`config.mk`:
```
export PLATFORM = sky130hd
export DESIGN_NAME = devtbl_flat
export DESIGN_NICKNAME = d
export VERILOG_FILES = /design/src/hdl/soc_map_pkg.sv /design/src/hdl/pi1_pkg.sv /design/src/hdl/pi1_if.sv /design/src/hdl/devtbl.sv /design/src/flat_wrapper.sv
export SDC_FILE = /design/constraint.sdc
export NUM_CORES = 1
export LEC_CHECK = 0
export BUFFER_PORTS_ARGS = -buffer_cell sky130_fd_sc_hd__buf_2
export CAP_MARGIN = 20
export CORE_ASPECT_RATIO = 1.4
export CORE_MARGIN = 4
export CORE_UTILIZATION = 26
export DETAILED_ROUTE_END_ITERATION = 8
export PLACE_DENSITY = 0.8
export SYNTH_ARGS = -nofsm -noshare
export SYNTH_HDL_FRONTEND = slang
export SYNTH_SLANG_ARGS = --single-unit
```
`constraint.sdc`:
```
create_clock -name clk24mhz -period 1.2 [get_ports clk24mhz]
set_input_delay 0.12 -clock clk24mhz [delete_from_list [all_inputs] [get_ports clk24mhz]]
set_output_delay 0.12 -clock clk24mhz [all_outputs]
set_load 0.02 [all_outputs]
```
`src/hdl/soc_map_pkg.sv`:
```
`default_nettype none

package soc_map_pkg;

	// Device indices, also the order of the regions from address 0
	localparam int unsigned DEV_DEVTBL = 0;
	localparam int unsigned DEV_RAM = 1;
	localparam int unsigned DEV_COUNT = 2;

	// Region sizes in bytes
	localparam int unsigned DEVTBL_MAPSZ = 4096;
	localparam int unsigned RAM_MAPSZ = 4096;
	localparam int unsigned INVALID_MAPSZ = 4096;

	// Region sizes in 32-bit words
	localparam int unsigned DEVTBL_WORDS = DEVTBL_MAPSZ / 4;
	localparam int unsigned RAM_WORDS = RAM_MAPSZ / 4;

	// Identifiers reported by the device table
	localparam int unsigned DEV_ID_DEVTBL = 7;
	localparam int unsigned DEV_ID_RAM = 1;
	localparam int unsigned DEV_ID_INVALID = 0;
	localparam int unsigned SOC_ID = 5;

	// System reset hold time
	localparam int unsigned RST_HOLD_CYCLES = 16;
	localparam int unsigned RST_CNT_BITS = 5;

	// Encoded the same way as data bits 1 and 0 of the request write
	typedef enum logic [1:0] {
		RST_REQ_NONE   = 2'b00,
		RST_REQ_PWROFF = 2'b01,
		RST_REQ_WARM   = 2'b10
	} rst_req_e;

endpackage

`default_nettype wire

```
`src/hdl/pi1_pkg.sv`:
```
`default_nettype none

package pi1_pkg;

	// Data width of the peripheral interconnect
	localparam int unsigned ARCH_BITS = 32;

	// One select bit per byte lane
	localparam int unsigned SEL_BITS = ARCH_BITS / 8;

	// Word address, byte offset bits dropped
	localparam int unsigned ADDR_BITS = ARCH_BITS - $clog2(SEL_BITS);

	// Operation codes carried on the op lines
	// RDWR is a swap that returns the old word and writes the new one
	typedef enum logic [1:0] {
		PI1_NOP  = 2'b00,
		PI1_WR   = 2'b01,
		PI1_RD   = 2'b10,
		PI1_RDWR = 2'b11
	} pi1_op_e;

	typedef logic [ARCH_BITS-1:0] pi1_word_t;

endpackage

`default_nettype wire
```
`src/hdl/pi1_if.sv`:
```
`default_nettype none

interface pi1_if import pi1_pkg::*; ();

	// Request side, driven by the router
	pi1_op_e              op;
	logic [ADDR_BITS-1:0] addr;
	pi1_word_t            wdata;
	logic [SEL_BITS-1:0]  sel;

	// Response side, driven by the device
	pi1_word_t            rdata;
	logic                 rdy;

	modport master(output op, output addr, output wdata, output sel,
		input rdata, input rdy);

	modport slave(input op, input addr, input wdata, input sel,
		output rdata, output rdy);

endinterface

`default_nettype wire

```
`src/hdl/devtbl.sv`:
```
`default_nettype none

module devtbl import pi1_pkg::*, soc_map_pkg::*; (
	input  logic     clk24mhz,
	input  logic     sys_rst_i,
	pi1_if.slave     bus,
	output rst_req_e rst_req_o
);

	logic      is_rd;
	logic      is_wr;
	pi1_word_t tbl_word;
	pi1_word_t rdata_q;
	rst_req_e  req_d;
	rst_req_e  req_q;

	assign is_rd = (bus.op == PI1_RD) || (bus.op == PI1_RDWR);
	assign is_wr = (bus.op == PI1_WR) || (bus.op == PI1_RDWR);

	// Default device is entry 2 of the table
	always_comb begin
		tbl_word = '0;
		if (bus.addr < ADDR_BITS'(8)) begin
			case (bus.addr[2:0])
				3'd0: tbl_word = pi1_word_t'(SOC_ID);
				3'd1: tbl_word = pi1_word_t'(DEV_COUNT + 1);
				3'd2: tbl_word = pi1_word_t'(DEV_ID_DEVTBL);
				3'd3: tbl_word = pi1_word_t'(DEVTBL_MAPSZ);
				3'd4: tbl_word = pi1_word_t'(DEV_ID_RAM);
				3'd5: tbl_word = pi1_word_t'(RAM_MAPSZ);
				3'd6: tbl_word = pi1_word_t'(DEV_ID_INVALID);
				default: tbl_word = pi1_word_t'(INVALID_MAPSZ);
			endcase
		end
	end

	always_ff @(posedge clk24mhz) begin
		if (is_rd)
			rdata_q <= tbl_word;
	end

	assign bus.rdata = rdata_q;
	assign bus.rdy = 1'b1;

	// Reset request from the low byte of word 0
	always_comb begin
		req_d = RST_REQ_NONE;
		if (is_wr && bus.addr == '0 && bus.sel[0]) begin
			case (bus.wdata[1:0])
				2'b10:   req_d = RST_REQ_WARM;
				2'b01:   req_d = RST_REQ_PWROFF;
				default: req_d = RST_REQ_NONE;
			endcase
		end
	end

	always_ff @(posedge clk24mhz) begin
		if (sys_rst_i)
			req_q <= RST_REQ_NONE;
		else
			req_q <= req_d;
	end

	assign rst_req_o = req_q;

	a_req_pulse: assert property (@(posedge clk24mhz)
		rst_req_o != RST_REQ_NONE |=> rst_req_o == RST_REQ_NONE);

endmodule

`default_nettype wire

```
`src/flat_wrapper.sv`:
```
// flat-port wrapper written by rule: the top's interface ports become plain ports
module devtbl_flat import pi1_pkg::*, soc_map_pkg::*;
  (clk24mhz, sys_rst_i, rst_req_o, bus_op, bus_addr, bus_wdata, bus_sel, bus_rdata, bus_rdy);
  pi1_if bus_i ();
  input  logic clk24mhz;
  input  logic sys_rst_i;
  output rst_req_e rst_req_o;
  input wire logic [$bits(bus_i.op)-1:0] bus_op;
  input wire logic [$bits(bus_i.addr)-1:0] bus_addr;
  input wire logic [$bits(bus_i.wdata)-1:0] bus_wdata;
  input wire logic [$bits(bus_i.sel)-1:0] bus_sel;
  output wire logic [$bits(bus_i.rdata)-1:0] bus_rdata;
  output wire logic [$bits(bus_i.rdy)-1:0] bus_rdy;
  assign bus_i.op = bus_op;
  assign bus_i.addr = bus_addr;
  assign bus_i.wdata = bus_wdata;
  assign bus_i.sel = bus_sel;
  assign bus_rdata = bus_i.rdata;
  assign bus_rdy = bus_i.rdy;
  devtbl u_core (.clk24mhz(clk24mhz), .sys_rst_i(sys_rst_i), .bus(bus_i), .rst_req_o(rst_req_o));
endmodule
```
# After elaboration in Yosys (flattened, before gate mapping)
# Index checks and enable logic that the tools add are counted.
# totals
register_bits	34
inputBits	70
out_inout_bits	35
wordCells	22
# op_classes
n_lt_le_gt_ge	1
n_eq_ne	9
muxes	2
bitwise	1
reduce_logical	7
# op_table
cell	n
$pmux W13 S5	1
$logic_not A30 Y1	1
$lt A30 B4 Y1 const B	1
$eq A2 B2 Y1 const B	3
$eq A3 B3 Y1 const B	2
$eq A2 B1 Y1 const B	2
$pmux W2 S2	1
$eq A3 B1 Y1 const B	1
$eq A3 B2 Y1 const B	1
$logic_not A3 Y1	1
$logic_and A1 B1 Y1	2
$logic_or A1 B1 Y1	2
$reduce_or A2 Y1	1
$not A1 Y1	1

# Logic depth before layout (Yosys ltp)
# depth
depth_word	6
mapped_depth	3
ltp_nobuf	3

# Least setup slack after synthesis
# OpenSTA, ideal clock, no wires.
# synth_timing
path_type	input to register
startpoint	input bus_addr[22]
endpoint	register u_core.rdata_q[12], in the netlist u_core.bus.rdata[12], data pin
setup_ns	0.170
arrival_time_ns	0.856
t_required_ns	1.030
slack_ns	0.174
stages	3
path_buffers	0
path_cell_list	nor4_2 -> nand4_2 -> nor4b_2
# synth_via
elab_chain_len	1
# synth_rtl
element	line	rtl
from (decl)	flat_wrapper.sv:9	input wire logic [$bits(bus_i.addr)-1:0] bus_addr;
$lt A30 B4 Y1	devtbl.sv:23	if (bus.addr < ADDR_BITS'(8)) begin
to (signal assigned)	devtbl.sv:39	rdata_q <= tbl_word;
to (decl)	devtbl.sv:13	pi1_word_t rdata_q;
# Every way passes these cells.
# A chain may end at the register's enable or synchronous reset.

# Final worst setup path
# layout_timing
startpoint	input bus_addr[16]
endpoint	register u_core.rdata_q[1], in the netlist u_core.bus.rdata[1], data pin
# The elaborated chain is that of the path after synthesis.

==> PnR_summary.wiki <==
{| class="wikitable"
! Metric !! Value
|-
| Result of the run || complete, no violations
|-
| Number of standard cells after synthesis || 61
|-
| Kind of cell adding the most delay to the critical path || simple AND/OR/NAND/NOR gates
|-
| Final-report max-slew violation count || 0
|-
| Cell-internal power || a little over 0.0004 W
|-
| Slowest cell on the critical path || nor4_1
|-
| Library cell used as clock root buffer || clkbuf_4
|-
| Crit. End Element || register
|-
| Sw Share || 35.02%
|-
| Comb pwr share || approximately 30%
|-
| Part of the cycle the worst path needs || between 80% and 90%
|-
| Peak clock frequency supported by timing || about 940 MHz
|-
| Sequential Power Share || 36.0%
|-
| Post-CTS Setup Inserts || 0
|-
| Final standard cell utilization of the core || 35.36%
|-
| Hold Vio Cnt, Final || 0
|-
| Global-route layer with the greatest usage || met2
|-
| Clock tree from TritonCTS || done
|-
| Count of input and output buffers || between 40 and 50
|-
| Rows || 19
|-
| Vertical extent of the die || approximately 63 um
|-
| Core Box Area || between 0.002 and 0.0025 mm^2
|-
| Critical Path Source Type || input port
|-
| Largest net degree at the start of global routing || 7
|-
| Number of global-route vias before repair || 461
|-
| Average via count per standard cell || roughly 4.0
|-
| Type of the worst min-delay path || in -> reg
|-
| Mean cell area of the mapped netlist || 9.374 um^2
|-
| Count of final setup violators || 0
|-
| Vias post-DR || slightly above 500
|-
| Post-CTS Resized || 0
|-
| Termination of the worst setup path || u_core.bus.rdata[1]
|-
| Net load switching power || about 0.00022 W
|-
| Placement-stage worst setup slack || -0.1596 ns
|-
| RSZ-0062 raised after global routing || false
|-
| H-tree lvl count || 1
|-
| TritonCTS Buffers || 3
|-
| Iter 0 DRT Violations || 7
|-
| Starting Density || about 28%
|-
| Setup TNS after final layout || 0 ns
|-
| Max-capacitance violation count || 0
|-
| Clock edge transition at the registers on the reported setup and hold paths || 0.06 ns
|-
| Ant diodes || 0
|-
| WL per Instance || around 11 um
|-
| Final estimated routing congestion in global placement || approximately 0.7
|-
| Ratio of total power to cell area || around 890 mW/mm^2
|-
| DR pass1 iterations || 2
|-
| Arrival time at the worst endpoint || roughly 1.1 ns
|-
| Yosys warnings || 0
|-
| Seq/Total Area, Yosys || approximately 28%
|-
| # DRC || 0
|-
| Number of antenna violations at the first check in global routing || 0
|-
| Commonest cells after routing, fill and taps aside || 42 x buf_2, 29 x conb_1, 6 x nor4_1
|-
| Synth top area cells || buf_4 38%, edfxtp_1 21%, dfxtp_1 7.0%
|-
| Time the worst path needs with I/O delays and setup || 1.060 ns
|-
| Critical Path, Cell by Cell || buf_2 -> nor4_2 -> nand4_2 -> nor4_1
|-
| Die area || a little over 0.003 mm^2
|-
| PnR Total Power || 0.0006341 W
|-
| Number of gates on the worst path with buffers counted || 4
|-
| Leak Pwr || 0.3643 nW
|-
| Count of antenna-violating nets left after detailed routing || 0
|-
| Worst setup margin || roughly 0.14 ns
|-
| GRT met1 Usage || 6.314%
|-
| Global-route wire length before repair || 1704 um
|-
| Hold_buf cts || 0
|-
| Layout overhead on the synthesized area || 24.95%
|-
| Final nets || 175
|-
| Critical path type || in -> reg
|-
| Cell type with the largest total area after synthesis || buf_4
|-
| GRT Residual Overflow || 0
|-
| Met2 routing resource usage after global routing || 14.26%
|-
| Maximum net fanout on the critical path || 6
|-
| Max VDD drop || between 0.2 and 0.25 mV
|-
| Yosys top cell area share || a little under two fifths
|-
| CP required || 1.26 ns
|-
| Number of buffer and inverter stages on the critical path || 1
|-
| Part of the power in the clock network || 34.0%
|-
| Detailed-placement wirelength estimate || ~1200 um
|-
| Total number of clock tree sinks || 6
|-
| Register bit total from synthesis || 6
|-
| Layout cells sized above 1 || between 40% and 50%
|-
| IO Count || approximately 110
|-
| Maximum number of buffers from clock root to sink || 2
|-
| Number of distinct library cells after synthesis || 17
|-
| Met3 Usage GRT || ~1.1%
|-
| Chip Width || around 48 um
|-
| Commonest non-fill, non-tap cell in the layout || buf_2
|-
| Critical path startpoint || bus_addr[16]
|-
| Biggest cell delay along the critical path || 0.36 ns
|-
| Total track usage || approximately 7.7%
|-
| Cell area after synthesis || 571.8 um^2
|-
| Wirelength, routed || about 1300 um
|}
-- layer usage --
metal / share of wire, % / vias to the layer above / wire length (um)
met5: 0 / - / 0
met4: 2.7 / 0 / 36
met3: 20 / 5 / 271
met2: 51 / 49 / 685
met1: 26 / 209 / 341
li1: - / 242 / -
-- layout make-up --
class | instances | area, um^2
fillers | 209 | 1306
multi-input cells | 52 | 291.5
repair buffers | 42 | 210.2
flip-flops and latches | 6 | 160.2
clock buffers | 4 | 26.28
well taps | 21 | 26.28
-- power groups by stage --
stage	Sequential, W	Combinational [W]	Clock (W)
2_1_floorplan	0.000242	0.000173	0
3_3_place_gp	0.000232	0.000184	0
3_5_place_dp	0.000233	0.000188	0
4_1_cts	0.000228	0.000188	0.000217
5_1_grt	0.000229	0.000204	0.000221
6_report	0.000228	0.000190	0.000216
-- sequential cells by signal, summed over array words and instances, names as in the netlist --
register and count:
u_core.rst_req_o 2, u_core.bus.rdata 4
-- cell usage after synthesis --
master,n
buf_4,29
nor4_1,6
edfxtp_1,4
nor2_1,3
nor4_2,3
conb_1,2
dfxtp_1,2
nand2b_1,2
nor3_1,2
a21oi_1,1
clkbuf_1,1
nand3_1,1
nand4_1,1
nand4_2,1
nor4_4,1
nor4b_2,1
xnor2_1,1
-- per-stage QoR --
stage	std cells	area (um^2)	hold WS, ns
finish	125	714.4	0.1191
global route	125	714.4	0.1412
CTS	125	714.4	0.1185
detailed placement	121	688.2	0.3719
global placement	121	688.2	0.3739
floorplan	88	673.1	0.2526
-- how the worst min path moves through the flow --
stage / from / to / depth (start not counted) / slack (ns)
2_1_floorplan: bus_wdata[0] / u_core.rst_req_o[0] / 2 / 0.25
3_5_place_dp: bus_wdata[0] / u_core.rst_req_o[0] / 3 / 0.37
4_1_cts: bus_wdata[0] / u_core.rst_req_o[0] / 3 / 0.12
6_report: bus_wdata[0] / u_core.rst_req_o[0] / 3 / 0.12
3_3_place_gp: bus_wdata[0] / u_core.rst_req_o[0] / 3 / 0.37
5_1_grt: bus_op[1] / u_core.bus.rdata[2] / 1 / 0.14
-- logic make-up (layout without fill, tap and decap cells) --
logic type,after synthesis,count (layout),share of synthesized area (%)
xor gates and xnor gates,1,1,1.532
and+or+nand+nor,21,21,29.54
other,2,29,1.313
AOI/OAI and AO/OA,1,1,0.8744
DFF,6,6,28.01
buffers and inverters,30,46,38.73
-- tightest hold or removal path: stages --
cell and delay (ns):
buf_2 0.10, nand2b_1 0.06, nor4_1 0.04
No activity file was read; power rests on OpenSTA's default activity.
