## src/hdl/soc_map_pkg.sv

```systemverilog
`default_nettype none

package soc_map_pkg;

	// Device indices, also the order of the regions from address 0
	localparam int unsigned DEV_DEVTBL = 0;
	localparam int unsigned DEV_RAM = 1;
	localparam int unsigned DEV_COUNT = 2;

	// Region sizes in bytes
	localparam int unsigned DEVTBL_MAPSZ = 4096;
	localparam int unsigned RAM_MAPSZ = 4096;
	localparam int unsigned INVALID_MAPSZ = 4096;

	// Region sizes in 32-bit words
	localparam int unsigned DEVTBL_WORDS = DEVTBL_MAPSZ / 4;
	localparam int unsigned RAM_WORDS = RAM_MAPSZ / 4;

	// Identifiers reported by the device table
	localparam int unsigned DEV_ID_DEVTBL = 7;
	localparam int unsigned DEV_ID_RAM = 1;
	localparam int unsigned DEV_ID_INVALID = 0;
	localparam int unsigned SOC_ID = 5;

	// System reset hold time
	localparam int unsigned RST_HOLD_CYCLES = 16;
	localparam int unsigned RST_CNT_BITS = 5;

	// Encoded the same way as data bits 1 and 0 of the request write
	typedef enum logic [1:0] {
		RST_REQ_NONE   = 2'b00,
		RST_REQ_PWROFF = 2'b01,
		RST_REQ_WARM   = 2'b10
	} rst_req_e;

endpackage

`default_nettype wire

```

## src/hdl/rst_ctrl.sv

```systemverilog
`default_nettype none

module rst_ctrl import soc_map_pkg::*; (
	input  logic     clk24mhz,
	input  logic     rst_p,
	input  rst_req_e rst_req_i,
	output logic     sys_rst_o
);

	logic [RST_CNT_BITS-1:0] hold_cnt;
	logic                    pwroff_q;

	// Hold counter, reloaded by external reset or a warm request
	always_ff @(posedge clk24mhz) begin
		if (rst_p)
			hold_cnt <= RST_CNT_BITS'(RST_HOLD_CYCLES);
		else if (rst_req_i == RST_REQ_WARM)
			hold_cnt <= RST_CNT_BITS'(RST_HOLD_CYCLES);
		else if (hold_cnt != '0)
			hold_cnt <= hold_cnt - 1'b1;
	end

	// Power-off stays latched until the next external reset
	always_ff @(posedge clk24mhz) begin
		if (rst_p)
			pwroff_q <= 1'b0;
		else if (rst_req_i == RST_REQ_PWROFF)
			pwroff_q <= 1'b1;
	end

	assign sys_rst_o = (hold_cnt != '0) || pwroff_q;

	a_rst_follows: assert property (@(posedge clk24mhz) rst_p |=> sys_rst_o);

endmodule

`default_nettype wire

```

## config.mk

```make
export PLATFORM = sky130hd
export DESIGN_NAME = rst_ctrl
export DESIGN_NICKNAME = d
export VERILOG_FILES = /design/src/hdl/soc_map_pkg.sv /design/src/hdl/rst_ctrl.sv
export SDC_FILE = /design/constraint.sdc
export NUM_CORES = 1
export LEC_CHECK = 0
export BUFFER_PORTS_ARGS = -buffer_cell sky130_fd_sc_hd__buf_2
export CORE_AREA = 2 2 39 41
export CTS_CLUSTER_DIAMETER = 30
export DETAILED_ROUTE_END_ITERATION = 10
export DIE_AREA = 0 0 41 43
export RECOVER_POWER = 25
export SLEW_MARGIN = 30
export SYNTH_ARGS = -nofsm -noshare
export SYNTH_HDL_FRONTEND = slang
export SYNTH_SLANG_ARGS = --single-unit
```

## constraint.sdc

```tcl
create_clock -name clk24mhz -period 1.12 [get_ports clk24mhz]
set_input_delay 0 -clock clk24mhz [delete_from_list [all_inputs] [get_ports clk24mhz]]
set_output_delay 0 -clock clk24mhz [all_outputs]
set_load 0.005 [all_outputs]
```

# Word-level counts from Yosys, hierarchy flattened
# Cells that the tools add are included.
op_classes:
  addsub: 1
  n_eq_ne: 2
  n_reduce_logical: 3
op_table:
  columns: ["op", "n"]
  rows:
  - ["$reduce_bool 5->1", 1]
  - ["$sub 5x1->5 const B", 1]
  - ["$eq 2x1->1 const B", 1]
  - ["$eq 2x2->1 const B", 1]
  - ["$reduce_or 2->1", 1]
  - ["$logic_or 1x1->1", 1]
word_totals:
  out_inout_bits: 1
  register_bits: 6
  word_cells: 8

# Depth between registers and ports, before layout
# Gate-level depths: netlist (run 1).
logic_depth:
  ltp_word: 2
  mapped_depth: 5
  depth_no_buf: 5

# Worst setup path after synthesis (run 1)
# No wires, ideal clock.
synth_timing:
  kind: "flip-flop to flip-flop"
  startpoint: "register hold_cnt[0]"
  endpoint: "register hold_cnt[4]"
  stages_incl_launch_ff: 6
  period_less_slack_ns: 1.217
  path_slack_ns: -0.097
  setup_time_ns: 0.120
  required_ns: 1.000
  arrival_time_ns: 1.097
  cell_sequence: "dfxtp_1 inv_1 ha_1 nor3b_1 nor2b_1 a211o_1"
synth_via:
  elab_chain_cells: 1
  elab_cells_between_ends: 2
synth_lines:
  columns: ["item", "line", "rtl"]
  rows:
  - ["from (decl)", "rst_ctrl.sv:10", "logic [RST_CNT_BITS-1:0] hold_cnt;"]
  - ["from (signal assigned)", "rst_ctrl.sv:16", "hold_cnt <= RST_CNT_BITS'(RST_HOLD_CYCLES);"]
  - ["from (signal assigned)", "rst_ctrl.sv:18", "hold_cnt <= RST_CNT_BITS'(RST_HOLD_CYCLES);"]
  - ["from (signal assigned)", "rst_ctrl.sv:20", "hold_cnt <= hold_cnt - 1'b1;"]
  - ["$sub 5x1->5 or $reduce_bool 5->1 (tied branches)", "rst_ctrl.sv:20, rst_ctrl.sv:19", null]
# Parallel ways exist; a longest one is shown, timed or not.
# A chain may end at the register's enable or synchronous reset.

# Final worst setup path (run 1)
layout_timing:
  startpoint: "register hold_cnt[0]"
  endpoint: "output port sys_rst_o"
layout_via:
  elab_chain_cells: 2
layout_lines:
  columns: ["item", "line", "rtl"]
  rows:
  - ["$reduce_bool 5->1", "rst_ctrl.sv:31", "assign sys_rst_o = (hold_cnt != '0) || pwroff_q;"]
  - ["$logic_or 1x1->1", "rst_ctrl.sv:31", null]
  - ["to (decl)", "rst_ctrl.sv:7", "output logic sys_rst_o"]
# Every way passes these cells.

==> results of run 1 <==
==> metal layers <==
layer  global-route usage [%]  share of wire (%)  vias up
met5                        0                  0        -
met4                     4.00                  0        0
met3                     3.14                3.3        0
met2                     13.1                 47        5
met1                     12.7                 49      109
li1                         -                  -      132
==> cells by family (layout without fill, tap and decap cells) <==
| kind of cell | after synthesis | count (layout) | share of synthesized area [%] |
|---|---|---|---|
| flops | 6 | 6 | 41.6 |
| xor+xnor | 3 | 3 | 9.09 |
| buf+inv | 3 | 20 | 3.90 |
| fa+ha+maj | 2 | 2 | 8.66 |
| compound gates | 4 | 4 | 9.96 |
| simple gates | 11 | 11 | 26.8 |
==> sequential cells by signal (all words and copies together) (netlist names) <==
signal	flops
pwroff_q	1
hold_cnt	5
==> cells in the final DEF (no fill, tap or decap), types with 3 or more instances in the layout <==
cell,count
buf_2,4
dfxtp_1,4
clkbuf_4,3
nor2_1,3
buf_4,8
==> final timing paths <==
check | from | to | slack [ns] | depth (start not counted)
worst max-delay path | hold_cnt[0] | sys_rst_o | -0.21 | 5
worst min-delay path | rst_req_i[0] | pwroff_q | 0.03 | 3
worst max register to register | hold_cnt[0] | hold_cnt[4] | -0.14 | 6
worst min register to register | pwroff_q | pwroff_q | 0.48 | 2
==> power groups by stage <==
stage / Combinational (µW) / Sequential (µW) / Clock (µW)
floorplan: 228 / 326 / 0
global placement: 346 / 330 / 0
detailed placement: 354 / 331 / 0
CTS: 444 / 334 / 201
global route: 501 / 340 / 214
finish: 452 / 334 / 192
==> metrics by stage <==
step / setup WS [ns] / utilization (%) / hold slack [ns] / total power (µW)
global route: -0.265 / 36.1 / 0.0351 / 1050
floorplan: -0.00504 / - / 0.0724 / 554
detailed placement: -0.0806 / 29.7 / 0.176 / 684
CTS: -0.213 / 35.7 / 0.00925 / 979
finish: -0.208 / 36.1 / 0.0252 / 977
global placement: -0.0768 / 29.7 / 0.173 / 676
==> repair_timing <==
item | in CTS | in global routing
endpoints found under the hold margin | 1 | 0
resized for setup | 5 | 1
setup buffers | 3 | 0
hold buffers | 1 | 0
pin swaps | 4 | 1
endpoints found under the setup margin | 6 | 6
==> cell type report <==
class | instances | share of cell area [%]
Sequential cell | 6 | 24.6
Multi-Input combinational cell | 20 | 43.4
Inverter | 3 | 3.26
Clock buffer | 3 | 4.51
Timing Repair Buffer | 14 | 20.3
Tap cell | 16 | 4.01
==> worst max-delay path, cell delays in order (launching register included) <==
cell     delay, ns
dfxtp_2       0.33
inv_4         0.06
ha_4          0.12
nor4b_4       0.21
or2b_1        0.25
buf_2         0.12
==> impl_metrics.json, run 1 <==
{
  "status": "complete, but fails checks",
  "failed_checks": "negative setup slack",
  "finalInstanceArea_um2": 499,
  "crit_arrival_ns": 1.33,
  "clock-sinks": 6,
  "synth_cell_type_count": 14,
  "async_flop_share_pct": 0,
  "antenna_found_initial": 0,
  "die_area_um2": 1760,
  "clock_latency_ns": 0.23,
  "path_class": "register to primary output",
  "relSlewSlack_pct": 63.7,
  "skew_ns": 0.000439,
  "initial_core_util_pct": 20.9,
  "n_antenna_cell": 0,
  "yosysWarnings": 0,
  "first_iter_violations": 0,
  "power_density_nw_per_um2": 1960,
  "post_dp_cell_area_um2": 412,
  "dpl.hpwl_um": 427,
  "vias_per_cell": 3.97,
  "clk_path_buf_depth": 2,
  "grt_usage_pct": 9.37,
  "cp_max_fo": 2,
  "fin_nets": 54,
  "power.net_switching_uw": 310,
  "ys_top_cells_by_count": "dfxtp_1 (6), inv_1 (3), nor2_1 (3), nor3_1 (3), xnor2_1 (3)",
  "intPower_uw": 667,
  "yosysSeqAreaShare_pct": 41.6,
  "synth_area_leader_cell": "dfxtp_1",
  "setup_tns_ns": -0.636,
  "synthesis.nets": 35,
  "wl_per_cell_um": 9.73,
  "fmax_mhz": 753,
  "synth_edf_count": 0,
  "clockRootBuffer": "clkbuf_4",
  "finalHoldViolCount": 0,
  "syn_area_um2": 289,
  "fillers": 140,
  "routed_wl_um": 603,
  "worstSetupEndpointType": "primary output",
  "synth_most_common_cell": "dfxtp_1",
  "ff_latch_area_um2": 123,
  "swShare_pct": 31.7,
  "fp.dieH_um": 43,
  "multi_input_area_um2": 216,
  "setup_viol": 6,
  "syn2layout_area_growth_pct": 72.7,
  "final_cells": 62,
  "core_area_um2": 1380,
  "synthCells": 29,
  "grt_max_degree": 6,
  "power_frac_clock_pct": 19.6,
  "rsz0062_at_grt": "true",
  "cap_violations": 0,
  "die_w_um": 41,
  "drcViolationCount": 0,
  "num_rows": 14,
  "critPathLaunchType": "register",
  "grt_pass1_wl_mm": 1.11,
  "cts_buffers": 3,
  "drive_gt1_share_pct": 60.9,
  "hold_path_class": "input pin to register",
  "cts_tree": "yes",
  "place.port_buffers": 4,
  "h-tree-depth": 1,
  "drv_slew": 0,
  "place_inst": 55,
  "synth_area_leaders": "dfxtp_1 (42%), xnor2_1 (9.1%), ha_1 (8.7%)",
  "p_leak_uw": 0.000205,
  "gp_congestion": 0.697,
  "max_slew.worst_pin.slew_ns": 0.544,
  "fin_crit_sh_pct": 119,
  "overflow": 0,
  "peakVddDrop_mv": 1.02,
  "num_io_pins": 5,
  "clk_pin_slew_ns": 0.04,
  "period_minus_slack_ns": 1.33,
  "avgSynthCellArea_um2": 9.97,
  "critical_path_required_ns": 1.12,
  "drt.antenna.violating_nets": 0,
  "synth_flop_cell": "dfxtp_1",
  "synth_seq_cells": 6,
  "seq_power_share_pct": 34.1,
  "first_pass_iters": 1,
  "synth_top_area_share_pct": 41.6,
  "grt_pass1_vias": 285,
  "num_vias": 246,
  "fin_ws_ns": -0.208,
  "pwr-share-comb_pct": 46.3
}
(Power assumes the default switching activity.)
==> run 2, diff against run 1 <==
--- a/config.mk
+++ b/config.mk
@@ -7,6 +7,7 @@
 export LEC_CHECK = 0
 export BUFFER_PORTS_ARGS = -buffer_cell sky130_fd_sc_hd__buf_2
 export CORE_AREA = 2 2 39 41
+export CTS_BUF_LIST = sky130_fd_sc_hd__clkbuf_8 sky130_fd_sc_hd__clkbuf_16
 export CTS_CLUSTER_DIAMETER = 30
 export DETAILED_ROUTE_END_ITERATION = 10
 export DIE_AREA = 0 0 41 43
==> run 2 against run 1 <==
Compared with the run above: the run still ends with negative setup slack left; sequential share of layout area shrank 1.6 points; critical endpoint unchanged; final area grew 6.8%; hold slack gained 0.021 ns; global-route usage grew 1.6 points; register-to-register slack is essentially flat; clock power grew 62%; highest routed layer unchanged; combinational power grew 8.6%; clock skew grew 0.00091 ns.
==> impl_metrics.json, run 2 (synthesized netlist as in run 1, its figures left out) <==
{
  "crit_arrival_ns": 1.30,
  "drcViolationCount": 0,
  "worstSetupEndpointType": "primary output",
  "worstSetupEndpoint": "sys_rst_o",
  "num_vias": 262,
  "cp_slowest_cell": "dfxtp_2",
  "grt_pass1_wl_mm": 1.26,
  "fin_nets": 55,
  "power_density_nw_per_um2": 2130,
  "first_iter_violations": 1,
  "path_cells": "inv_4, ha_4, nor4b_4, or2b_1, buf_2",
  "first_pass_iters": 4,
  "power_uw": 1140,
  "reg2regPathDepth": 6,
  "clk_pin_slew_ns": 0.04,
  "post_dp_cell_area_um2": 412,
  "grt_max_degree": 6,
  "p_leak_uw": 0.000222,
  "regToRegEndpoint": "hold_cnt[4]",
  "clk_path_buf_depth": 2,
  "fp.dieH_um": 43,
  "num_rows": 14,
  "reg_top3": "hold_cnt x5, pwroff_q x1",
  "h-tree-depth": 1,
  "period_minus_slack_ns": 1.30,
  "cts_tree": "yes",
  "cp_max_fo": 2,
  "vias_per_cell": 4.16,
  "setup_viol": 6,
  "dpl.hpwl_um": 427,
  "rsz0062_at_grt": "true",
  "finalHoldViolCount": 0,
  "place.port_buffers": 4,
  "initial_core_util_pct": 20.9,
  "routed_wl_um": 698,
  "crit_path_max_incr_delay_ns": 0.32,
  "setup_tns_ns": -0.641,
  "clock_latency_ns": 0.22,
  "overflow": 0,
  "die_w_um": 41,
  "fmax_mhz": 766,
  "layout_commonest_cell": "buf_4",
  "fillers": 136,
  "drive_gt1_share_pct": 63.8,
  "finalInstanceArea_um2": 533,
  "cp-startpoint": "hold_cnt[1]",
  "critPathLaunchType": "register",
  "fin_crit_sh_pct": 116,
  "ff_latch_area_um2": 123,
  "multi_input_area_um2": 224,
  "hold_path_class": "input pin to register",
  "syn2layout_area_growth_pct": 84.4,
  "relSlewSlack_pct": 64.5,
  "antenna_found_initial": 0,
  "wl_per_cell_um": 11.1,
  "skew_ns": 0.00135,
  "post-place-ws_ns": -0.0806,
  "peakVddDrop_mv": 1.05,
  "r2r_start": "hold_cnt[0]",
  "n_antenna_cell": 0,
  "grt_pass1_vias": 299,
  "drv_slew": 0,
  "die_area_um2": 1760,
  "grt_usage_pct": 11.0,
  "clock-sinks": 6,
  "core_area_um2": 1380,
  "clockRootBuffer": "clkbuf_8",
  "cap_violations": 0,
  "regMostFlops": "hold_cnt",
  "num_io_pins": 5,
  "failed_checks": "negative setup slack",
  "largest_reg_flops": 5,
  "fin_ws_ns": -0.185,
  "critical_path_required_ns": 1.12,
  "max_slew.worst_pin.slew_ns": 0.531,
  "cts_buffers": 3,
  "drt.antenna.violating_nets": 0,
  "r2r_slack_ns": -0.14,
  "final_cell_mix": "buf_4 (9), dfxtp_1 (4), buf_2 (4)",
  "status": "complete, but fails checks",
  "final_cells": 63,
  "place_inst": 55,
  "gp_congestion": 0.697,
  "path_class": "register to primary output"
}
-- run 2: cell count changes in the layout (fill, tap and decap cells not counted) --
cell      before  now
clkbuf_4       3    0
clkbuf_8       0    3
buf_4          8    9
xnor2_1        2    1
xnor2_2        1    2
-- run 2: repair_timing --
item                                   CTS  global route
buffers inserted                         4             0
hold buffers                             1             0
cloned                                   0             0
resized for setup                        6             1
endpoints found under the hold margin    1             0
setup endpoints to repair                6             6
pin swaps                                4             0
-- run 2: worst min path at each step --
| stage | slack, ns | to | cells after the start | start |
|---|---|---|---|---|
| 6_report | 0.05 | pwroff_q | 3 | rst_req_i[0] |
| 5_1_grt | 0.06 | pwroff_q | 3 | rst_req_i[0] |
| 4_1_cts | 0.03 | pwroff_q | 3 | rst_req_i[0] |
| 3_5_place_dp | 0.18 | pwroff_q | 2 | rst_p |
| 3_3_place_gp | 0.17 | pwroff_q | 2 | rst_p |
| 2_1_floorplan | 0.07 | pwroff_q | 1 | rst_p |
-- run 2: through the flow --
stage / hold slack [ns] / util [%]
after floorplan: 0.0724 / -
after global placement: 0.173 / 29.7
after CTS: 0.0326 / 38.2
after global routing: 0.0627 / 38.5
after detailed placement: 0.176 / 29.7
final: 0.0459 / 38.5
-- run 2: worst max-delay path, delay by kind of cell (launching register included) --
family	cells	cell delay [ns]
buf+inv	2	0.18
fa+ha+maj	1	0.12
flops	1	0.32
simple gates	2	0.46
-- run 2: cell type report --
| type | instances | share of cell area, % |
|---|---|---|
| clock buffer | 3 | 7.75 |
| inverter | 3 | 3.05 |
| multi-input combinational | 20 | 42.0 |
| sequential | 6 | 23.0 |
| tap | 16 | 3.76 |
| timing repair buffer | 15 | 20.4 |
-- run 2: power by group --
part / internal, µW / leakage, µW / switching (µW) / total [µW]
combinational: 300 / 0.000151 / 190 / 491
clock: 230 / 0.0000216 / 82.3 / 312
sequential: 268 / 0.0000503 / 66.8 / 335
total: 798 / 0.000222 / 340 / 1140
-- run 2: metal layers --
metal  up-vias  track usage, %  share of wire [%]
met2         7            16.6                 54
met4         0            6.00                  0
met5         -               0                  0
li1        134               -                  -
met3         0            3.14                3.3
met1       121            13.4                 42
==> run 3, diff against run 2 <==
==> constraint.sdc (replaced) <==
create_clock -name clk24mhz -period 1.12 [get_ports clk24mhz]
set_input_delay 0.168 -clock clk24mhz [delete_from_list [all_inputs] [get_ports clk24mhz]]
set_output_delay 0.168 -clock clk24mhz [all_outputs]
set_load 0.005 [all_outputs]
==> run 3 against run 2 <==
Compared with the run above: the run still ends with negative setup slack left; critical path depth unchanged; routed wire length down 16%; sequential share of layout area up 0.27 points; final area down 1.2%; via count down 4.6%; critical path type unchanged; hold slack better by 0.067 ns; flip-flop and latch count unchanged; combinational power up 6.9%; count of clock-buffer cells in the layout unchanged; maximum frequency down 11%; total power up 1.9%; register-to-register slack better by 0.04 ns.
==> impl_metrics.json, run 3 (synthesized netlist as in run 1, its figures left out) <==
{
  "skew_ns": 0.000762,
  "vias_per_cell": 3.97,
  "crit_buf_inv": 2,
  "swShare_pct": 28.5,
  "seq_power_share_pct": 27.6,
  "wl_per_cell_um": 9.33,
  "dpl.hpwl_um": 427,
  "failed_checks": "negative setup slack",
  "final_cell_mix": "buf_4 (10), dfxtp_1 (4), buf_2 (4)",
  "cts_buffers": 3,
  "h-tree-depth": 1,
  "drt.antenna.violating_nets": 0,
  "n_antenna_cell": 0,
  "fin_ws_ns": -0.343,
  "clockRootBuffer": "clkbuf_8",
  "largest_reg_flops": 5,
  "reg2regPathDepth": 6,
  "regToRegEndpoint": "hold_cnt[4]",
  "num_rows": 14,
  "intPower_uw": 829,
  "fmax_mhz": 684,
  "cp_max_fo": 2,
  "clk_path_buf_depth": 2,
  "num_io_pins": 5,
  "p_leak_uw": 0.000221,
  "clock-sinks": 6,
  "rsz0062_at_grt": "true",
  "syn2layout_area_growth_pct": 82.3,
  "drive_gt1_share_pct": 61.7,
  "layout_commonest_cell": "buf_4",
  "drv_slew": 0,
  "path_class": "register to primary output",
  "die_area_um2": 1760,
  "first_pass_iters": 2,
  "setup_viol": 5,
  "initial_core_util_pct": 20.9,
  "critPathLaunchType": "register",
  "core_area_um2": 1380,
  "r2r_start": "hold_cnt[1]",
  "routed_wl_um": 588,
  "antenna_found_initial": 0,
  "overflow": 0,
  "critical_path_required_ns": 0.95,
  "cp_top_family": "simple AND/OR/NAND/NOR gates",
  "gp_congestion": 0.705,
  "clock_latency_ns": 0.22,
  "drcViolationCount": 0,
  "status": "complete, but fails checks",
  "fin_nets": 55,
  "worstSetupEndpointType": "primary output",
  "fillers": 129,
  "grt_pass1_vias": 267,
  "fin_crit_sh_pct": 131,
  "hold_depth": 2,
  "reg_top3": "hold_cnt x5, pwroff_q x1",
  "crit_arrival_ns": 1.29,
  "hold_path_class": "input pin to register",
  "cap_violations": 0,
  "grt_pass1_wl_mm": 1.00,
  "place.port_buffers": 4,
  "pwr-share-comb_pct": 45.2,
  "holdCritStartpoint": "rst_p",
  "finalHoldViolCount": 0,
  "fp.dieH_um": 43,
  "regMostFlops": "hold_cnt",
  "power_frac_clock_pct": 27.2,
  "whs_ns": 0.113,
  "cp_slowest_cell": "dfxtp_2",
  "cts_tree": "yes",
  "max_slew.worst_pin.slew_ns": 0.418,
  "period_minus_slack_ns": 1.46,
  "r2r_slack_ns": -0.10,
  "grt_max_degree": 6,
  "grt_usage_pct": 8.87,
  "die_w_um": 41,
  "cp-startpoint": "hold_cnt[1]",
  "num_vias": 250,
  "crit_path_max_incr_delay_ns": 0.31,
  "relSlewSlack_pct": 72.1,
  "power_density_nw_per_um2": 2200,
  "post-route-util_pct": 38.1,
  "first_iter_violations": 1,
  "cp.depth": 5,
  "peakVddDrop_mv": 1.00,
  "clk_pin_slew_ns": 0.04,
  "worstHoldEndpoint": "pwroff_q",
  "power.net_switching_uw": 331,
  "path_cells": "inv_2, ha_4, nor4b_4, or2b_1, buf_2"
}
run 3: layout make-up:
cell class / instances / area [µm²] / share of cell area [%]
multi-input combinational: 20 / 225 / 42.8
sequential: 6 / 123 / 23.3
timing repair buffer: 15 / 106 / 20.2
clock buffer: 3 / 41.3 / 7.84
tap: 16 / 20.0 / 3.80
inverter: 3 / 11.3 / 2.14
run 3: layer usage:
metal	vias to the layer above	GRT usage (%)	part of all wire, %
met4	0	6.00	0
met3	0	3.14	3.1
met2	5	13.1	53
met5	-	0	0
li1	134	-	-
met1	111	10.1	44
run 3: how the worst max path moves through the flow:
stage,end
2_1_floorplan,sys_rst_o
3_3_place_gp,sys_rst_o
3_5_place_dp,sys_rst_o
4_1_cts,sys_rst_o
5_1_grt,sys_rst_o
6_report,sys_rst_o
run 3: power groups by stage:
stage	registers [µW]	clock network, µW	logic (µW)
after CTS	318	325	463
after detailed placement	315	0	366
after global placement	315	0	362
final	320	316	525
after floorplan	317	0	212
after global routing	325	334	575
run 3: repair_timing:
action / CTS / global route
hold buffers: 0 / 0
gates resized for setup: 6 / 5
setup buffers: 4 / 1
pin swaps: 2 / 4
endpoints found under the setup margin: 4 / 6
cloned: 0 / 0
run 3: metrics by stage:
step	area (µm²)	setup WS [ns]	total power (µW)	TNS [ns]	instances
global placement	407	-0.116	677	-0.257	57
detailed placement	407	-0.144	681	-0.367	57
CTS	502	-0.360	1110	-0.779	63
global route	527	-0.410	1230	-1.02	63
floorplan	307	-0.105	529	-0.131	29
finish	527	-0.343	1160	-0.603	63
