--- config.mk ---
export PLATFORM = sky130hd
export DESIGN_NAME = perint_router_flat
export DESIGN_NICKNAME = d
export VERILOG_FILES = /design/src/hdl/soc_map_pkg.sv /design/src/hdl/pi1_pkg.sv /design/src/hdl/pi1_if.sv /design/src/hdl/perint_router.sv /design/src/flat_wrapper.sv
export SDC_FILE = /design/constraint.sdc
export NUM_CORES = 1
export LEC_CHECK = 0
export BUFFER_PORTS_ARGS = -buffer_cell sky130_fd_sc_hd__buf_2
export CAP_MARGIN = 20
export CORE_AREA = 2 2 117 119
export DETAILED_ROUTE_END_ITERATION = 6
export DIE_AREA = 0 0 119 121
export PLACE_DENSITY_LB_ADDON = 0.25
export SKIP_LAST_GASP = 1
export SLEW_MARGIN = 20
export SYNTH_ARGS = -nofsm -noshare
export SYNTH_HDL_FRONTEND = slang
export SYNTH_SLANG_ARGS = --single-unit
--- constraint.sdc ---
create_clock -name clk24mhz -period 2.3 [get_ports clk24mhz]
set_input_delay 0.46 -clock clk24mhz [delete_from_list [all_inputs] [get_ports clk24mhz]]
set_output_delay 0.46 -clock clk24mhz [all_outputs]
set_load 0.05 [all_outputs]
--- src/hdl/soc_map_pkg.sv ---
`default_nettype none

package soc_map_pkg;

	// Device indices, also the order of the regions from address 0
	localparam int unsigned DEV_DEVTBL = 0;
	localparam int unsigned DEV_RAM = 1;
	localparam int unsigned DEV_COUNT = 2;

	// Region sizes in bytes
	localparam int unsigned DEVTBL_MAPSZ = 4096;
	localparam int unsigned RAM_MAPSZ = 4096;
	localparam int unsigned INVALID_MAPSZ = 4096;

	// Region sizes in 32-bit words
	localparam int unsigned DEVTBL_WORDS = DEVTBL_MAPSZ / 4;
	localparam int unsigned RAM_WORDS = RAM_MAPSZ / 4;

	// Identifiers reported by the device table
	localparam int unsigned DEV_ID_DEVTBL = 7;
	localparam int unsigned DEV_ID_RAM = 1;
	localparam int unsigned DEV_ID_INVALID = 0;
	localparam int unsigned SOC_ID = 5;

	// System reset hold time
	localparam int unsigned RST_HOLD_CYCLES = 16;
	localparam int unsigned RST_CNT_BITS = 5;

	// Encoded the same way as data bits 1 and 0 of the request write
	typedef enum logic [1:0] {
		RST_REQ_NONE   = 2'b00,
		RST_REQ_PWROFF = 2'b01,
		RST_REQ_WARM   = 2'b10
	} rst_req_e;

endpackage

`default_nettype wire

--- src/hdl/pi1_pkg.sv ---
`default_nettype none

package pi1_pkg;

	// Data width of the peripheral interconnect
	localparam int unsigned ARCH_BITS = 32;

	// One select bit per byte lane
	localparam int unsigned SEL_BITS = ARCH_BITS / 8;

	// Word address, byte offset bits dropped
	localparam int unsigned ADDR_BITS = ARCH_BITS - $clog2(SEL_BITS);

	// Operation codes carried on the op lines
	// RDWR is a swap that returns the old word and writes the new one
	typedef enum logic [1:0] {
		PI1_NOP  = 2'b00,
		PI1_WR   = 2'b01,
		PI1_RD   = 2'b10,
		PI1_RDWR = 2'b11
	} pi1_op_e;

	typedef logic [ARCH_BITS-1:0] pi1_word_t;

endpackage

`default_nettype wire
--- src/hdl/pi1_if.sv ---
`default_nettype none

interface pi1_if import pi1_pkg::*; ();

	// Request side, driven by the router
	pi1_op_e              op;
	logic [ADDR_BITS-1:0] addr;
	pi1_word_t            wdata;
	logic [SEL_BITS-1:0]  sel;

	// Response side, driven by the device
	pi1_word_t            rdata;
	logic                 rdy;

	modport master(output op, output addr, output wdata, output sel,
		input rdata, input rdy);

	modport slave(input op, input addr, input wdata, input sel,
		output rdata, output rdy);

endinterface

`default_nettype wire

--- src/hdl/perint_router.sv ---
`default_nettype none

module perint_router import pi1_pkg::*, soc_map_pkg::*; (
	input  logic                 clk24mhz,
	input  logic                 sys_rst_i,
	input  pi1_op_e              op_i,
	input  logic [ADDR_BITS-1:0] addr_i,
	input  pi1_word_t            data_i,
	input  logic [SEL_BITS-1:0]  sel_i,
	output pi1_word_t            data_o,
	output logic                 rdy_o,
	pi1_if.master                devtbl_bus,
	pi1_if.master                ram_bus
);

	logic       hit_devtbl;
	logic       hit_ram;
	logic       rd_accept;
	logic [1:0] dev_sel;
	logic [1:0] dev_sel_q;

	// Regions are consecutive from word 0 and anything past them is the default device
	assign hit_devtbl = (addr_i < ADDR_BITS'(DEVTBL_WORDS));
	assign hit_ram = (addr_i >= ADDR_BITS'(DEVTBL_WORDS)) &&
		(addr_i < ADDR_BITS'(DEVTBL_WORDS + RAM_WORDS));

	always_comb begin
		if (hit_devtbl)
			dev_sel = 2'(DEV_DEVTBL);
		else if (hit_ram)
			dev_sel = 2'(DEV_RAM);
		else
			dev_sel = 2'(DEV_COUNT);
	end

	// No back-pressure, so ready only drops during system reset
	assign rdy_o = !sys_rst_i && devtbl_bus.rdy && ram_bus.rdy;

	// Only the addressed device sees the operation and the other gets a NOP
	assign devtbl_bus.op = (rdy_o && hit_devtbl) ? op_i : PI1_NOP;
	assign ram_bus.op = (rdy_o && hit_ram) ? op_i : PI1_NOP;

	assign devtbl_bus.addr = addr_i;
	assign ram_bus.addr = addr_i - ADDR_BITS'(DEVTBL_WORDS);

	assign devtbl_bus.wdata = data_i;
	assign devtbl_bus.sel = sel_i;
	assign ram_bus.wdata = data_i;
	assign ram_bus.sel = sel_i;

	assign rd_accept = rdy_o && (op_i == PI1_RD || op_i == PI1_RDWR);

	// Remember who answers the read so the response can be picked next cycle
	always_ff @(posedge clk24mhz) begin
		if (sys_rst_i)
			dev_sel_q <= 2'(DEV_COUNT);
		else if (rd_accept)
			dev_sel_q <= dev_sel;
	end

	always_comb begin
		case (dev_sel_q)
			2'(DEV_DEVTBL): data_o = devtbl_bus.rdata;
			2'(DEV_RAM):    data_o = ram_bus.rdata;
			// Default device reads as zero
			default:        data_o = '0;
		endcase
	end

	a_one_target: assert property (@(posedge clk24mhz)
		!(devtbl_bus.op != PI1_NOP && ram_bus.op != PI1_NOP));

endmodule

`default_nettype wire

--- src/flat_wrapper.sv ---
// flat-port wrapper written by rule: the top's interface ports become plain ports
module perint_router_flat import pi1_pkg::*, soc_map_pkg::*;
  (clk24mhz, sys_rst_i, op_i, addr_i, data_i, sel_i, data_o, rdy_o, devtbl_bus_op, devtbl_bus_addr, devtbl_bus_wdata, devtbl_bus_sel, devtbl_bus_rdata, devtbl_bus_rdy, ram_bus_op, ram_bus_addr, ram_bus_wdata, ram_bus_sel, ram_bus_rdata, ram_bus_rdy);
  pi1_if devtbl_bus_i ();
  pi1_if ram_bus_i ();
  input  logic clk24mhz;
  input  logic sys_rst_i;
  input  pi1_op_e op_i;
  input  logic [ADDR_BITS-1:0] addr_i;
  input  pi1_word_t data_i;
  input  logic [SEL_BITS-1:0] sel_i;
  output pi1_word_t data_o;
  output logic rdy_o;
  output wire logic [$bits(devtbl_bus_i.op)-1:0] devtbl_bus_op;
  output wire logic [$bits(devtbl_bus_i.addr)-1:0] devtbl_bus_addr;
  output wire logic [$bits(devtbl_bus_i.wdata)-1:0] devtbl_bus_wdata;
  output wire logic [$bits(devtbl_bus_i.sel)-1:0] devtbl_bus_sel;
  input wire logic [$bits(devtbl_bus_i.rdata)-1:0] devtbl_bus_rdata;
  input wire logic [$bits(devtbl_bus_i.rdy)-1:0] devtbl_bus_rdy;
  output wire logic [$bits(ram_bus_i.op)-1:0] ram_bus_op;
  output wire logic [$bits(ram_bus_i.addr)-1:0] ram_bus_addr;
  output wire logic [$bits(ram_bus_i.wdata)-1:0] ram_bus_wdata;
  output wire logic [$bits(ram_bus_i.sel)-1:0] ram_bus_sel;
  input wire logic [$bits(ram_bus_i.rdata)-1:0] ram_bus_rdata;
  input wire logic [$bits(ram_bus_i.rdy)-1:0] ram_bus_rdy;
  assign devtbl_bus_op = devtbl_bus_i.op;
  assign devtbl_bus_addr = devtbl_bus_i.addr;
  assign devtbl_bus_wdata = devtbl_bus_i.wdata;
  assign devtbl_bus_sel = devtbl_bus_i.sel;
  assign devtbl_bus_i.rdata = devtbl_bus_rdata;
  assign devtbl_bus_i.rdy = devtbl_bus_rdy;
  assign ram_bus_op = ram_bus_i.op;
  assign ram_bus_addr = ram_bus_i.addr;
  assign ram_bus_wdata = ram_bus_i.wdata;
  assign ram_bus_sel = ram_bus_i.sel;
  assign ram_bus_i.rdata = ram_bus_rdata;
  assign ram_bus_i.rdy = ram_bus_rdy;
  perint_router u_core (.clk24mhz(clk24mhz), .sys_rst_i(sys_rst_i), .op_i(op_i), .addr_i(addr_i), .data_i(data_i), .sel_i(sel_i), .data_o(data_o), .rdy_o(rdy_o), .devtbl_bus(devtbl_bus_i), .ram_bus(ram_bus_i));
endmodule
## Word level (Yosys, flattened, before mapping)

Index checks and enable logic that the tools add are counted.

| storage, ports and cells | value |
|---|---|
| register bits | 2 |
| output and inout bits | 169 |
| input port bits | 136 |
| word-level logic and storage cells | 22 |

| cells by class | value |
|---|---|
| order comparisons | 3 |
| equality and inequality tests | 3 |
| add/subtract/negate cells | 1 |
| reductions and logical operators | 9 |
| muxes and demuxes | 5 |

Operators by type and width:

| kind | count |
|---|---|
| $pmux 32 s2 | 1 |
| $ge 30x11->1 const B | 1 |
| $lt 30x11->1 const B | 1 |
| $lt 30x12->1 const B | 1 |
| $sub 30x11->30 const B | 1 |
| $mux 2 | 4 |
| $logic_and 1x1->1 | 6 |
| $eq 2x2->1 const B | 2 |
| $eq 2x1->1 const B | 1 |
| $logic_not 2->1 | 1 |
| $logic_not 1->1 | 1 |
| $logic_or 1x1->1 | 1 |

## Logic depth before layout (Yosys ltp)

Gate-level depths: netlist (run 1).

| depth | value |
|---|---|
| word-level depth | 5 |
| depth in mapped cells | 6 |
| gate-level depth less buffers | 5 |

## Worst setup path after synthesis (run 1)

Ideal clock, no wire load.

| timing | value |
|---|---|
| path type | input to output |
| from | input addr_i[20] |
| to | output ram_bus_op[0] |
| buffers on the path | 1 |
| path slack | -1132 ps |
| data required time | 1840 ps |
| cell stages on the path | 4 |
| data arrival time | 2972 ps |
| path through | or3_1 buf_2 or4_4 nor4_1 |

| on the way | value |
|---|---|
| longest elaborated chain between the ends | 4 |
| elaborated cells between the ends (all ways) | 5 |
| those cells by class | order compare (2); mux (1); reduce/logical (2) |

Ends and longest elaborated chain:

| element | RTL line | text |
|---|---|---|
| start, declared | flat_wrapper.sv:9 | `input logic [ADDR_BITS-1:0] addr_i;` |
| $ge 30x11->1 / $lt 30x12->1 (equally long branches) | perint_router.sv:24, perint_router.sv:25 |  |
| $logic_and 1x1->1 * | perint_router.sv:24 | `assign hit_ram = (addr_i >= ADDR_BITS'(DEVTBL_WORDS)) &&` |
| $logic_and 1x1->1 * | perint_router.sv:41 | `assign ram_bus.op = (rdy_o && hit_ram) ? op_i : PI1_NOP;` |
| $mux 2 * | perint_router.sv:41 |  |
| end, declared | flat_wrapper.sv:20 | `output wire logic [$bits(ram_bus_i.op)-1:0] ram_bus_op;` |

Mark *: on every way between the ends. The rest lies on a longest branch, timed or not.

## Final worst setup path (run 1)

| timing | value |
|---|---|
| from | input addr_i[23] |
| to | output ram_bus_addr[29] |

| on the way | value |
|---|---|
| longest elaborated chain between the ends | 1 |

Ends and longest elaborated chain:

| element | RTL line | text |
|---|---|---|
| $sub 30x11->30 | perint_router.sv:44 | `assign ram_bus.addr = addr_i - ADDR_BITS'(DEVTBL_WORDS);` |
| end, declared | flat_wrapper.sv:21 | `output wire logic [$bits(ram_bus_i.addr)-1:0] ram_bus_addr;` |

No other way between the ends.

==> summary.md, run 1 <==
| Metric | Value |
|---|---|
| Status | `finished, violations left` |
| Failing checks | `setup timing` |
| CTS Buf Count | `3` |
| Initial core utilization | `14.2%` |
| DRC | `0` |
| Regs by FF count | `u_core.dev_sel_q: 2 flops` |
| ANT cells | `0` |
| # IOs | `305` |
| Initial antenna violation count | `0` |
| Routed vias | `2099` |
| RSZ-0062 raised after global routing | `yes` |
| Fin util | `24.4%` |
| CP max FO | `3` |
| Final Wtd Congestion | `0.758` |
| Clock skew | `0 ns` |
| Net Count, Synth | `404` |
| Final Hold Fails | `0` |
| Power per cell area | `260 nW/µm²` |
| Synthesized area | `1850 µm²` |
| CTS clk-pin slew, worst paths | `0.03 ns` |
| Dpl cells | `556` |
| Final period util | `110%` |
| Buf+Inv Stages, Crit Path | `2` |
| Clk buf depth | `2` |
| Final HPWL DP | `6020 µm` |
| DR iter-0 viols | `35` |
| Commonest non-fill, non-tap cell in the layout | `buf_2` |
| Seq cells post-synth | `2` |
| Slew margin rel. | `66.2%` |
| Rows | `42` |
| Register area share after synthesis | `2.16%` |
| Top reg by flops | `u_core.dev_sel_q` |
| Fin nets | `530` |
| Endpoints failing setup | `10` |
| Final Max Slew Viols | `0` |
| Top-area cell type share of the netlist area | `45.4%` |
| Antenna viol nets, final | `0` |
| Reg area | `41.3 µm²` |
| Routed WL | `6920 µm` |
| CP Capture Type | `output pin` |
| Req. time, crit path | `1.84 ns` |
| Routed wire per std cell | `12.2 µm` |
| Final non-filler cell total | `566` |
| FMAX | `395 MHz` |
| GR Overflow Total | `0` |
| First-pass GRT wire length | `9950 µm` |
| Worst skew pair latency | `0.22 ns` |
| CP top delay family | `simple AND/OR/NAND/NOR gates` |
| Area of the multi-input gates | `1330 µm²` |
| Commonest cells after routing, fill and taps aside | `buf_2, buf_4, nor2_1` |
| Die area | `14400 µm²` |
| CP Cell Sequence | `buf_6 > or3_4 > or4_4 > nor3_4 > xor2_4 > buf_4` |
| Largest area contributor in the netlist | `buf_4` |
| Hold Crit Class | `reg -> reg` |
| CP max stage delay | `0.55 ns` |
| Worst Setup Start Kind | `input pin` |
| Dominant synthesized flop cell | `dfxtp_1` |
| Die width | `119 µm` |
| Maximum VDD drop | `130 µV` |
| CORE AREA | `13100 µm²` |
| Async S/R FF share, synth | `0%` |
| Via density | `3.71` |
| Synth warn | `0` |
| Mean Syn Cell Area | `6.96 µm²` |
| GRT Resource Usage Total | `8.60%` |
| Worst Tran Pin Value | `0.507 ns` |
| Pleak | `1.58 nW` |
| Critical Path AT | `2.07 ns` |
| Input/output buffers | `196` |
| Ranking of synthesized cells by area | `buf_4, mux2i_1, nor2_1, xor2_1, xnor2_1` |
| Largest net degree at the start of global routing | `32` |
| Clk sinks | `2` |
| CTS tree | `built` |
| H-tree levels | `1` |
| Area growth from synthesis to layout | `72.4%` |
| Post-Synthesis Cells | `266` |
| EDFF count, synth | `0` |
| Worst Setup Path Type | `in -> out` |
| Max Cap Violations | `0` |
| Final worst path period need | `2.53 ns` |
| Die Y | `121 µm` |
| Root Buffer | `clkbuf_16` |
| Pre-antenna DRT Iters | `4` |
| Layout cells sized above 1 | `74.6%` |
| Cell variety after synth | `26` |
| Vias in the first global route | `1964` |
| Filler Cell Count | `1435` |
| Max reg flops | `2` |
| Setup ws final | `-0.235 ns` |
| Worst path slowest cell | `or4_4` |
## final timing paths
kind / to / slack, ns / startpoint / cells past startpoint
worst max-delay path: ram_bus_addr[29] / -0.23 / addr_i[23] / 6
worst max register to register: u_core.dev_sel_q[1] / 1.21 / u_core.dev_sel_q[1] / 3
worst min register to register: u_core.dev_sel_q[0] / 0.52 / u_core.dev_sel_q[0] / 2
worst min-delay path: u_core.dev_sel_q[0] / 0.52 / u_core.dev_sel_q[0] / 2
## worst reg2reg max path: stages, from the launching register on
cell,delay [ns]
dfxtp_1,0.62
buf_12,0.23
inv_1,0.05
a2bb2oi_1,0.11
## kinds of logic (layout without fill, tap and decap cells)
family                     Yosys count  after routing  share of synthesized area (%)
adders and majority gates            2              2                           1.35
muxes                               32             32                           17.3
and+or+nand+nor                     80             80                           19.8
AOI/OAI and AO/OA                    7              7                           3.18
buffers and inverters              127            251                           48.6
xor gates and xnor gates            16             16                           7.57
DFF                                  2              2                           2.16
## power by group
part,switching (mW),total (mW),internal [mW]
Sequential,0.0000000558,0.0350,0.0350
Clock,0.0389,0.260,0.221
Combinational,0.347,0.536,0.189
## metrics by stage
| stage | cell area (µm²) | power [mW] | setup WS [ns] | hold slack [ns] | setup TNS [ns] |
|---|---|---|---|---|---|
| after floorplan | 2130 | 0.709 | -0.198 | 0.556 | -1.18 |
| after global placement | 2820 | 0.540 | -0.333 | 0.533 | -3.22 |
| after detailed placement | 2820 | 0.542 | -0.338 | 0.541 | -3.18 |
| after CTS | 3090 | 0.831 | -0.254 | 0.538 | -1.66 |
| after global routing | 3190 | 0.871 | -0.287 | 0.579 | -1.73 |
| final | 3190 | 0.831 | -0.235 | 0.519 | -1.17 |
## final cells by class
type                    instances  share of cell area (%)
repair buffers                243                    47.0
multi-input cells             137                    41.7
well taps                     176                    6.90
clock buffers                   3                    2.35
flip-flops and latches          2                    1.29
inverters                       5                   0.706
## Yosys cell counts, drive strengths merged, types with 3 or more instances
cell and instances:
nand3 3, or3 3, xor2 9, nor3 8, mux2i 32, nor2 42, nand2 13, buf 115
inv 5, clkbuf 7, xnor2 7, nor4 7
## layer usage
metal / global-route usage (%) / share of wire [%] / up-vias
met1: 10.1 / 38 / 953
met3: 2.49 / 11 / 16
met4: 3.79 / 2.1 / 0
li1: - / - / 1001
met2: 14.6 / 49 / 129
met5: 0 / 0 / -
## timing repair
action	in CTS	in global routing
buffers inserted	3	4
setup endpoints to repair	15	15
pin swaps	5	9
resized for setup	42	13
hold buffers	0	0
(Power assumes the default switching activity.)
==> inputs of run 2 (changes only) <==
--- a/config.mk
+++ b/config.mk
@@ -5,11 +5,11 @@
 export SDC_FILE = /design/constraint.sdc
 export NUM_CORES = 1
 export LEC_CHECK = 0
-export BUFFER_PORTS_ARGS = -buffer_cell sky130_fd_sc_hd__buf_2
 export CAP_MARGIN = 20
 export CORE_AREA = 2 2 117 119
 export DETAILED_ROUTE_END_ITERATION = 6
 export DIE_AREA = 0 0 119 121
+export DONT_BUFFER_PORTS = 1
 export PLACE_DENSITY_LB_ADDON = 0.25
 export SKIP_LAST_GASP = 1
 export SLEW_MARGIN = 20
==> run 2 against run 1 <==
  * The flow still finishes with violations (setup timing)
  * Count of clock-buffer cells in the layout stayed put
  * First-iteration DRC count is 5.7% lower
  * Worst setup slack better by 0.12 ns
  * Critical path type unchanged
  * Hold slack worse by 0.18 ns
  * Global-route usage is 1.0 points lower
  * Fmax is 5.1% higher
  * Highest routed layer unchanged
  * Largest power group is now the clock network
  * Via count is 30% lower
==> summary.md, run 2 (synthesized netlist as in run 1, its figures left out) <==
| Metric | Value |
|---|---|
| FMAX | `415 MHz` |
| Maximum VDD drop | `122 µV` |
| Input/output buffers | `0` |
| CTS clk-pin slew, worst paths | `0.03 ns` |
| Clock skew | `0 ns` |
| Pre-antenna DRT Iters | `4` |
| Antenna viol nets, final | `0` |
| GR Util met3 | `2.82%` |
| Final HPWL DP | `5290 µm` |
| Final Max Slew Viols | `0` |
| CP max FO | `3` |
| Req. time, crit path | `1.84 ns` |
| Failing checks | `setup timing` |
| Commonest cells after routing, fill and taps aside | `buf_4, nor2_1, mux2i_1` |
| Final Power | `539 µW` |
| Initial antenna violation count | `0` |
| Area of the multi-input gates | `1290 µm²` |
| Die Y | `121 µm` |
| Clk buf depth | `2` |
| ANT cells | `0` |
| Largest net degree at the start of global routing | `23` |
| Worst Tran Pin Value | `0.430 ns` |
| CTS tree | `built` |
| Final Wtd Congestion | `0.705` |
| Regs by FF count | `u_core.dev_sel_q: 2 flops` |
| Final period util | `105%` |
| Endpoints failing setup | `4` |
| Worst skew pair latency | `0.22 ns` |
| Initial core utilization | `14.2%` |
| Setup TNS | `-0.309 ns` |
| CP Cell Sequence | `or3_4 > or4_4 > nor3_4 > xor2_4 > buf_12` |
| Area growth from synthesis to layout | `32.2%` |
| Power per cell area | `220 nW/µm²` |
| First-pass GRT wire length | `8230 µm` |
| Via density | `3.70` |
| Status | `finished, violations left` |
| GR Overflow Total | `0` |
| GRT Resource Usage Total | `7.59%` |
| Vias in the first global route | `1448` |
| M1 GR Usage | `8.33%` |
| RSZ-0062 raised after global routing | `yes` |
| Setup ws final | `-0.111 ns` |
| CTS Hold Bufs | `0` |
| Reg area | `41.3 µm²` |
| Worst path slowest cell | `or4_4` |
| Max reg flops | `2` |
| Clk sinks | `2` |
| H-tree levels | `1` |
| Worst Setup Path Type | `in -> out` |
| Met2 Usage GRT | `12.6%` |
| Busiest layer in global routing | `met2` |
| Hold Slack | `0.336 ns` |
| # IOs | `305` |
| Top reg by flops | `u_core.dev_sel_q` |
| Routed wire per std cell | `14.7 µm` |
| Layout cells sized above 1 | `52.9%` |
| Worst Setup Start Kind | `input pin` |
| Filler Cell Count | `1430` |
| Final worst path period need | `2.41 ns` |
| Critical Path AT | `1.95 ns` |
| Slew margin rel. | `71.1%` |
| CTS Buf Count | `3` |
| Die area | `14400 µm²` |
| Root Buffer | `clkbuf_16` |
| Commonest non-fill, non-tap cell in the layout | `buf_4` |
| Routed vias | `1477` |
| Die width | `119 µm` |
| DP Worst Slack | `-0.141 ns` |
| CP Capture Type | `output pin` |
| Fin nets | `363` |
| Hold Crit Class | `in -> reg` |
| DR iter-0 viols | `33` |
| DRC | `0` |
| Pleak | `0.899 nW` |
| CORE AREA | `13100 µm²` |
| Final Hold Fails | `0` |
| Routed WL | `5890 µm` |
| CP max stage delay | `0.54 ns` |
| Max Cap Violations | `0` |
| Rows | `42` |
-- run 2: cell types whose count changed in the layout (fill, tap and decap cells not counted), moves of 2 or more --
cell | before | now
buf_2 | 180 | 0
buf_4 | 42 | 56
buf_12 | 6 | 18
buf_6 | 14 | 2
nand2_1 | 7 | 11
nand2_2 | 3 | 1
nand2_4 | 2 | 0
nor2_1 | 38 | 40
nor2_4 | 4 | 2
nor4_2 | 0 | 2
nor4_4 | 6 | 4
-- run 2: cell type report --
cell class	count	share of cell area (%)
multi-input combinational	137	52.5
sequential	2	1.69
inverter	5	0.920
tap	176	8.99
timing repair buffer	76	32.8
clock buffer	3	3.07
-- run 2: critical path: cells and delay by family --
kind	cells	cell delay, ns
and+or+nand+nor	3	1.16
xor gates and xnor gates	1	0.18
buffers and inverters	1	0.15
-- run 2: what timing repair did --
item,in CTS,in global routing
pin swaps,4,3
endpoints found under the setup margin,11,12
setup buffers,2,0
resized for setup,9,9
-- run 2: final timing paths --
check                   endpoint  slack (ns)  depth (start not counted)                start
max             ram_bus_addr[29]       -0.11                          5           addr_i[23]
min          u_core.dev_sel_q[0]        0.34                          1            sys_rst_i
max reg2reg  u_core.dev_sel_q[0]        1.37                          3  u_core.dev_sel_q[0]
min reg2reg  u_core.dev_sel_q[1]        0.69                          3  u_core.dev_sel_q[1]
-- run 2: power by group --
| group | switching, mW | internal (mW) |
|---|---|---|
| clock | 0.0395 | 0.221 |
| combinational | 0.132 | 0.112 |
| sequential | 0.00000000777 | 0.0350 |
| total | 0.172 | 0.368 |
-- run 2: stage by stage --
| stage | util, % | std cells | instance area [µm²] |
|---|---|---|---|
| 3_3_place_gp | 17.2 | 394 | 2250 |
| 5_1_grt | 18.7 | 399 | 2450 |
| 4_1_cts | 18.3 | 399 | 2390 |
| 3_5_place_dp | 17.2 | 394 | 2250 |
| 6_report | 18.7 | 399 | 2450 |
| 2_1_floorplan | - | 266 | 2130 |
-- run 2: metal layers --
layer	routed length, µm	up-vias
li1	-	671
met1	2090	660
met2	2940	125
met3	646	21
met4	205	0
met5	0	-
